==> src/rtl/desc_pkg.sv <==
// shared types for the packet descriptor queue
package desc_pkg;

    // buffer address of a stored packet
    typedef logic [31:0] pkt_addr_t;

    // packet length in bytes
    typedef logic [15:0] pkt_len_t;

    // sequence number of an accepted packet, wraps around
    typedef logic [15:0] pkt_seq_t;

    // running total of dispatched bytes, wraps around
    typedef logic [31:0] byte_total_t;

    // one queue entry, 64 bits wide
    // seq sits in the top bits so a waveform reads oldest field first
    typedef struct packed {
        pkt_seq_t  seq;
        pkt_addr_t addr;
        pkt_len_t  len;
    } pkt_desc_t;

    // default queue depth, power of two and at least 16
    localparam int DESC_DEPTH_DEFAULT = 64;

endpackage
==> src/rtl/desc_queue_top.sv <==
`timescale 1ns/1ps

// packet descriptor queue
// builder -> prefetching ring buffer -> dispatcher
module desc_queue_top #(
    parameter int DEPTH = desc_pkg::DESC_DEPTH_DEFAULT
) (
    input  logic                  clk,
    input  logic                  rst_r,
    input  logic                  pkt_strobe,
    input  desc_pkg::pkt_addr_t   pkt_addr,
    input  desc_pkg::pkt_len_t    pkt_len,
    input  logic                  sink_ready,
    output logic                  desc_valid,
    output desc_pkg::pkt_desc_t   desc,
    output desc_pkg::byte_total_t byte_total,
    output logic                  drop_pulse,
    output logic [15:0]           drop_count
);
    import desc_pkg::*;

    logic                     wr_en;
    pkt_desc_t                wr_data;
    logic [$clog2(DEPTH)-1:0] occup;    // fill level seen by the builder
    logic                     rd_en;
    pkt_desc_t                rd_data;  // head entry
    logic                     avail;

    desc_builder #(
        .DEPTH (DEPTH)
    ) desc_builder_i (
        .clk        (clk),
        .rst_r      (rst_r),
        .pkt_strobe (pkt_strobe),
        .pkt_addr   (pkt_addr),
        .pkt_len    (pkt_len),
        .occup      (occup),
        .wr_en      (wr_en),
        .wr_data    (wr_data),
        .drop_pulse (drop_pulse),
        .drop_count (drop_count)
    );

    prefetch_rb #(
        .DEPTH (DEPTH)
    ) prefetch_rb_i (
        .clk     (clk),
        .rst_r   (rst_r),
        .wr_en   (wr_en),
        .wr_data (wr_data),
        .rd_en   (rd_en),
        .rd_data (rd_data),
        .avail   (avail),
        .occup   (occup)
    );

    desc_dispatch desc_dispatch_i (
        .clk        (clk),
        .rst_r      (rst_r),
        .sink_ready (sink_ready),
        .avail      (avail),
        .rd_data    (rd_data),
        .rd_en      (rd_en),
        .desc_valid (desc_valid),
        .desc       (desc),
        .byte_total (byte_total)
    );

endmodule

==> src/rtl/desc_dispatch.sv <==
`timescale 1ns/1ps

// hands queued descriptors to the downstream engine
// pops whenever the engine holds ready and an entry is waiting, then
// presents the descriptor with a one-cycle valid in the next cycle
module desc_dispatch (
    input  logic                    clk,
    input  logic                    rst_r,
    input  logic                    sink_ready,
    input  logic                    avail,
    input  desc_pkg::pkt_desc_t     rd_data,
    output logic                    rd_en,
    output logic                    desc_valid,
    output desc_pkg::pkt_desc_t     desc,
    output desc_pkg::byte_total_t   byte_total
);
    import desc_pkg::*;

    byte_total_t pop_len;  // length of the entry popped this cycle

    // one pop per cycle while both levels are high
    assign rd_en   = sink_ready && avail;
    assign pop_len = byte_total_t'(rd_data.len);

    always_ff @(posedge clk) begin
        if (rst_r) begin
            desc_valid <= 1'b0;
            byte_total <= '0;
        end else begin
            desc_valid <= rd_en;
            if (rd_en) begin
                byte_total <= byte_total + pop_len;  // wraps
            end
        end
    end

    // descriptor payload, only meaningful with desc_valid
    always_ff @(posedge clk) begin
        if (rd_en) begin
            desc <= rd_data;
        end
    end

endmodule

==> src/rtl/desc_builder.sv <==
`timescale 1ns/1ps

// turns packet strobes into numbered descriptors for the ring buffer
// packets that arrive while the queue is nearly full are dropped and counted
module desc_builder #(
    parameter int DEPTH = desc_pkg::DESC_DEPTH_DEFAULT
) (
    input  logic                     clk,
    input  logic                     rst_r,
    input  logic                     pkt_strobe,
    input  desc_pkg::pkt_addr_t      pkt_addr,
    input  desc_pkg::pkt_len_t       pkt_len,
    input  logic [$clog2(DEPTH)-1:0] occup,
    output logic                     wr_en,
    output desc_pkg::pkt_desc_t      wr_data,
    output logic                     drop_pulse,
    output logic [15:0]              drop_count
);
    import desc_pkg::*;

    localparam int AW = $clog2(DEPTH);

    // occup lags a write by one cycle, so stop two short of the last slot
    localparam logic [AW-1:0] WR_LIMIT = AW'(DEPTH - 2);

    pkt_seq_t seq;     // number given to the next accepted packet
    logic     room;
    logic     accept;
    logic     drop;

    assign room   = occup < WR_LIMIT;
    assign accept = pkt_strobe && room;
    assign drop   = pkt_strobe && !room;

    always_ff @(posedge clk) begin
        if (rst_r) begin
            wr_en      <= 1'b0;
            drop_pulse <= 1'b0;
            drop_count <= '0;
            seq        <= '0;
        end else begin
            wr_en      <= accept;
            drop_pulse <= drop;
            if (accept) begin
                seq <= seq + 1'b1;  // wraps, drops leave no gap
            end
            if (drop && drop_count != '1) begin
                drop_count <= drop_count + 1'b1;  // saturates
            end
        end
    end

    always_ff @(posedge clk) begin
        if (accept) begin
            wr_data <= '{seq: seq, addr: pkt_addr, len: pkt_len};
        end
    end

endmodule

==> src/rtl/prefetch_rb.sv <==
`timescale 1ns/1ps

// descriptor ring buffer with bulk storage in block RAM
// the oldest five entries live in a register chain, so the head entry is
// always on rd_data without waiting for the RAM
// writes show up in avail and occup one cycle later, reads act at once
module prefetch_rb #(
    parameter int DEPTH = desc_pkg::DESC_DEPTH_DEFAULT
) (
    input  logic                     clk,
    input  logic                     rst_r,
    input  logic                     wr_en,
    input  desc_pkg::pkt_desc_t      wr_data,
    input  logic                     rd_en,
    output desc_pkg::pkt_desc_t      rd_data,
    output logic                     avail,
    output logic [$clog2(DEPTH)-1:0] occup
);
    import desc_pkg::*;

    localparam int AW      = $clog2(DEPTH);
    localparam int NB_PREF = 5;
    localparam int HEAD    = NB_PREF - 1;

    typedef logic [AW-1:0] rb_ptr_t;

    if ((1 << AW) != DEPTH || DEPTH < 16) begin : g_depth_check
        $error("prefetch_rb: DEPTH must be a power of two and at least 16");
    end

    rb_ptr_t   head;        // advances on write
    rb_ptr_t   tail;        // advances on read
    rb_ptr_t   real_occup;
    rb_ptr_t   tail_next;

    // pref[HEAD] holds the entry at tail, pref[HEAD-k] the entry at tail+k
    pkt_desc_t pref [NB_PREF];

    rb_ptr_t   ram_wr_addr;
    pkt_desc_t ram_wr_data;
    logic      ram_wren;
    rb_ptr_t   ram_rd_addr;
    logic      ram_rden;
    pkt_desc_t ram_q;

    // track each prefetch until its data is on ram_q
    logic      pf_vld_d1;
    logic      pf_vld_d2;
    rb_ptr_t   pf_addr_d1;
    rb_ptr_t   pf_addr_d2;
    rb_ptr_t   pf_dist;     // distance of returning entry from the new tail

    logic      wr_bypass;   // write lands straight in the register chain
    logic [2:0] wr_slot;
    logic [2:0] pf_slot;

    assign real_occup = head - tail;
    assign avail      = real_occup != '0;
    assign occup      = real_occup - rb_ptr_t'(rd_en);  // a read frees its slot now
    assign tail_next  = tail + rb_ptr_t'(rd_en);
    assign rd_data    = pref[HEAD];

    // slot positions are taken relative to the tail after this edge
    assign wr_bypass = occup < rb_ptr_t'(NB_PREF);
    assign wr_slot   = 3'(HEAD) - 3'(occup);
    assign pf_dist   = pf_addr_d2 - tail_next;
    assign pf_slot   = 3'(HEAD) - 3'(pf_dist);

    always_ff @(posedge clk) begin
        if (rst_r) begin
            head      <= '0;
            tail      <= '0;
            ram_wren  <= 1'b0;
            ram_rden  <= 1'b0;
            pf_vld_d1 <= 1'b0;
            pf_vld_d2 <= 1'b0;
        end else begin
            ram_wren  <= wr_en && !wr_bypass;
            // the entry five ahead moves into reach of the chain on this read
            ram_rden  <= rd_en && real_occup > rb_ptr_t'(NB_PREF);
            pf_vld_d1 <= ram_rden;
            pf_vld_d2 <= pf_vld_d1;
            if (wr_en) begin
                head <= head + 1'b1;
            end
            tail <= tail_next;
        end
    end

    always_ff @(posedge clk) begin
        ram_wr_addr <= head;
        ram_wr_data <= wr_data;
        ram_rd_addr <= tail + rb_ptr_t'(NB_PREF);
        pf_addr_d1  <= ram_rd_addr;
        pf_addr_d2  <= pf_addr_d1;

        if (rd_en) begin
            for (int i = 0; i < HEAD; i++) begin
                pref[i+1] <= pref[i];  // shift toward the head
            end
        end

        // returning prefetch, at least one read ahead of being needed
        if (pf_vld_d2) begin
            pref[pf_slot] <= ram_q;
        end

        if (wr_en && wr_bypass) begin
            pref[wr_slot] <= wr_data;
        end
    end

    bram_simple2port #(
        .DEPTH (DEPTH)
    ) desc_ram_i (
        .clk     (clk),
        .wr_addr (ram_wr_addr),
        .wr_data (ram_wr_data),
        .wren    (ram_wren),
        .rd_addr (ram_rd_addr),
        .rden    (ram_rden),
        .q       (ram_q)
    );

    // the dispatcher gates rd_en with avail
    a_rd_when_avail: assert property (@(posedge clk) disable iff (rst_r)
        rd_en |-> avail)
        else $error("prefetch_rb: read from an empty queue");

    // the builder stops writing at DEPTH-2, one slot always stays free
    a_wr_with_room: assert property (@(posedge clk) disable iff (rst_r)
        wr_en |-> real_occup < rb_ptr_t'(DEPTH - 1))
        else $error("prefetch_rb: write into a full queue");

endmodule

==> src/rtl/bram_simple2port.sv <==
`timescale 1ns/1ps

// simple dual-port block RAM, one write port and one read port
// read address and output are both registered, so q follows rden by two cycles
module bram_simple2port #(
    parameter int DEPTH = desc_pkg::DESC_DEPTH_DEFAULT
) (
    input  logic                     clk,
    input  logic [$clog2(DEPTH)-1:0] wr_addr,
    input  desc_pkg::pkt_desc_t      wr_data,
    input  logic                     wren,
    input  logic [$clog2(DEPTH)-1:0] rd_addr,
    input  logic                     rden,
    output desc_pkg::pkt_desc_t      q
);
    import desc_pkg::*;

    localparam int AW = $clog2(DEPTH);

    pkt_desc_t     mem [DEPTH];
    logic [AW-1:0] rd_addr_r;  // address stage
    logic          rden_r;     // qualifies the output stage

    always_ff @(posedge clk) begin
        if (wren) begin
            mem[wr_addr] <= wr_data;
        end
    end

    always_ff @(posedge clk) begin
        rden_r <= rden;
        if (rden) begin
            rd_addr_r <= rd_addr;
        end
        if (rden_r) begin
            q <= mem[rd_addr_r];  // output register
        end
    end

    // read-during-write on one address is undefined in the target RAM
    a_no_rw_collision: assert property (@(posedge clk)
        !(wren && rden && wr_addr == rd_addr))
        else $error("bram_simple2port: write and read to the same address");

endmodule

==> config.mk <==
export PLATFORM = sky130hd
export DESIGN_NAME = desc_queue_top
export DESIGN_NICKNAME = d
export VERILOG_FILES = /design/src/rtl/desc_pkg.sv /design/src/rtl/desc_queue_top.sv /design/src/rtl/desc_dispatch.sv /design/src/rtl/desc_builder.sv /design/src/rtl/prefetch_rb.sv /design/src/rtl/bram_simple2port.sv
export SDC_FILE = /design/constraint.sdc
export NUM_CORES = 2
export LEC_CHECK = 0
export BUFFER_PORTS_ARGS = -buffer_cell sky130_fd_sc_hd__buf_2
export CORE_MARGIN = 5
export CORE_UTILIZATION = 45
export DETAILED_ROUTE_END_ITERATION = 10
export PLACE_DENSITY = 0.68
export SYNTH_ARGS = -nofsm -noshare
export SYNTH_HDL_FRONTEND = slang
export SYNTH_MEMORY_MAX_BITS = 65536
export SYNTH_SLANG_ARGS = --single-unit
==> constraint.sdc <==
create_clock -name clk -period 9.5 [get_ports clk]
set_input_delay 0.95 -clock clk [delete_from_list [all_inputs] [get_ports clk]]
set_output_delay 0.95 -clock clk [all_outputs]
set_load 0.01 [all_outputs]
==> results.yml <==
detailed_routing:
  vias: 89254
  viasPerCell: 6.33
  drt-initial-drc-count: 13795
  drc: 0
  postRouteAntennaNets: 0
  route.detailed.wl_per_inst_um: 34.7
  firstDrtPassIters: 5
  wirelength_um: 489000
cts:
  cts-htree-levels: 5
  postCtsSetupBuffers: 0
  cts_buffer_depth: 4
  clock_latency_ps: 990
  cts_made_buffers: 444
  cts_resized: 0
  clkSinkCount: 4780
  ctsHoldBuffers: 0
  root_buffer: "clkbuf_16"
  cts_tree: "done"
  cts.reportedPaths.clkPinSlew_ps: 70
grt:
  grt_pass1_vias: 88140
  grt_use_met3_pct: 5.20
  track_usage_pct: 22.7
  grt_pass1_wl_um: 686000
  grt_overflow: 0
  use_met1_pct: 31.6
  grt_max_degree: 132
  grt_busiest_layer: "met2"
  gr-usage-met2_pct: 36.1
  antenna_found_initial: 40
pwr:
  clkPwrFrac_pct: 36.2
  p_per_area_nw_per_um2: 239
  p_comb_share_pct: 12.7
  total_power_mw: 49.6
  p_int_mw: 37.5
  peakVddDrop_mv: 0.340
  switching_share_pct: 24.3
  p_seq_share_pct: 51.1
  switchingPower_mw: 12.1
  p_leak_nw: 65.6
timing:
  fin_crit_ps: 7480
  relSlewSlack_pct: 9.08
  min_period_over_period_pct: 78.8
  max_freq_ghz: 0.134
  slew_viol_final: 0
  max_slew.worst_pin.slew_ps: 1360
  hold_viol_final: 0
  setup_viol: 0
  tns_ps: 0
  rsz0062_at_grt: "no"
  clock_skew_ps: 64.5
synth:
  yosys_warnings: 0
  synth_area_per_cell_sq_um: 23.6
  ys.flop_type: "edfxtp_1"
  ys_ff_latch: 4780
  synth_edf_count: 4614
  synth_top_cell_by_area: "edfxtp_1"
  ys_types: 74
  syn_area_sq_um: 184000
  yosysMostFrequentCell: "edfxtp_1"
  syn_nets: 7911
  yosys-top-cells-area: "edfxtp_1 75%, mux4_2 16%, mux2_2 2.2%"
  yosysTopAreaCellShare_pct: 75.2
  yosysSeqAreaShare_pct: 77.0
  ys_async_sr_fraction_pct: 0
  synth_commonest_cells: "4614 x edfxtp_1, 1344 x mux4_2, 358 x mux2_2"
  synthCells: 7824
hold_path:
  worstHoldPathType: "primary input to register"
critical_path:
  max_stage_delay_ps: 930
  cp.arrival_ps: 8060
  cp_slowest_cell: "and2_4"
  path_common_cell: "ha_1"
  cp_cell_sequence: "ha_1, inv_1, fa_1, or2_2, o22ai_1, nand4_1, o31ai_4, buf_4, clkinv_2, ha_1, ha_1, ha_1, nand3_1, o32ai_1, nand3_1, a311oi_4, buf_4, and2_4, or2_4"
  criticalPathCategory: "register to register"
  startpoint_type: "register"
  cp.buffers_inverters: 4
  worstPathMaxFanout: 67
  crit_family: "simple AND/OR/NAND/NOR gates"
  r2r_setup_slack_ps: 2020
  cp-end-kind: "register"
  required_ps: 10080
place:
  dpl.hpwl_um: 256000
  io_buffers: 165
  routabilityCongestion: 0.830
final_layout:
  fin_nets: 8337
  fillers: 31037
  multiInputGateArea_sq_um: 41100
  seq_area_sq_um: 142000
  drive_gt1_share_pct: 33.3
  area_growth_syn_to_layout_pct: 12.6
die:
  die_w_um: 650
  coreArea_sq_um: 409000
  die_y_um: 650
  io_pins: 166
  row_count: 235
  start_util_pct: 45.1
  die_area_sq_um: 423000
job:
  cap_violations: 0
run_status:
  run_status: "finished, final reports clean"
[state kept, by name, summed over array words and instances, names as in the netlist, 16 cells and up]
register	count
desc_dispatch_i.byte_total	32
prefetch_rb_i.ram_wr_data	64
desc_builder_i.drop_count	16
desc_builder_i.seq	16
desc_dispatch_i.desc	64
desc_builder_i.wr_data	64
prefetch_rb_i.pref	320
prefetch_rb_i.desc_ram_i.mem	4096
prefetch_rb_i.desc_ram_i.q	64
[metrics by stage]
stage               hold slack [ps]  cell area [sq um]  cells  setup WS [ps]  util [%]
floorplan                       310             184000   7824           1140         -
global placement                310             193000  13255           2160      47.1
detailed placement              313             193000  13255           2060      47.1
CTS                            79.7             208000  14084           1970      50.7
global route                    107             208000  14085           1600      50.7
finish                          151             208000  14103           2020      50.7
[cell usage in the layout, fill, tap and decap left out, drive strengths merged, types with 18 or more instances in the layout]
cell,netlist,final
edfxtp,4614,4614
diode,0,19
ha,33,33
clkinvlp,0,18
clkbuf,220,592
mux4,1344,1344
nand2,53,53
inv,30,45
clkinv,0,160
mux2,467,467
xnor2,21,21
bufinv,0,44
dfxtp,166,166
a21oi,64,64
nor2b,30,30
o21ai,88,88
nand3,103,103
o31ai,23,23
mux2i,68,68
nor2,123,123
buf,197,397
[power by group through the flow]
stage | clock network, mW | registers, mW | logic, mW
finish | 17.9 | 25.3 | 6.29
global route | 19.1 | 25.4 | 6.74
floorplan | 0 | 25.6 | 4.23
CTS | 18.1 | 25.3 | 6.34
global placement | 0 | 25.7 | 6.14
detailed placement | 0 | 25.8 | 6.30
[area by class of cell]
cell class,instances,share of cell area (%)
Sequential cell,4780,68.4
Multi-Input combinational cell,2597,19.8
Clock inverter,237,1.24
Inverter,30,0.0549
Tap cell,5451,3.29
Clock buffer,592,5.84
Timing Repair Buffer,397,1.38
Antenna cell,19,0.0229
[per-layer routing]
layer,routed length [um],vias up
met5,243,-
met4,16000,16
met3,55400,906
met2,234000,5811
met1,184000,48198
li1,-,34323
[logic make-up after synthesis]
group | synth area share [%]
flops | 77.0
simple gates | 1.20
fa+ha+maj | 0.246
xor+xnor | 0.168
buf+inv | 1.06
compound gates | 0.715
mux | 19.6
[path summary, 6_finish.rpt]
check                                            startpoint                          end  cells past startpoint
worst min register to register  prefetch_rb_i.pf_addr_d1[1]  prefetch_rb_i.pf_addr_d2[1]                      0
worst min-delay path                             pkt_len[0]    desc_builder_i.wr_data[0]                      1
worst max-delay path                  prefetch_rb_i.tail[0]    prefetch_rb_i.pref[0][19]                     19
worst max register to register        prefetch_rb_i.tail[0]    prefetch_rb_i.pref[0][19]                     19
Power figures use the tool's default switching activity.
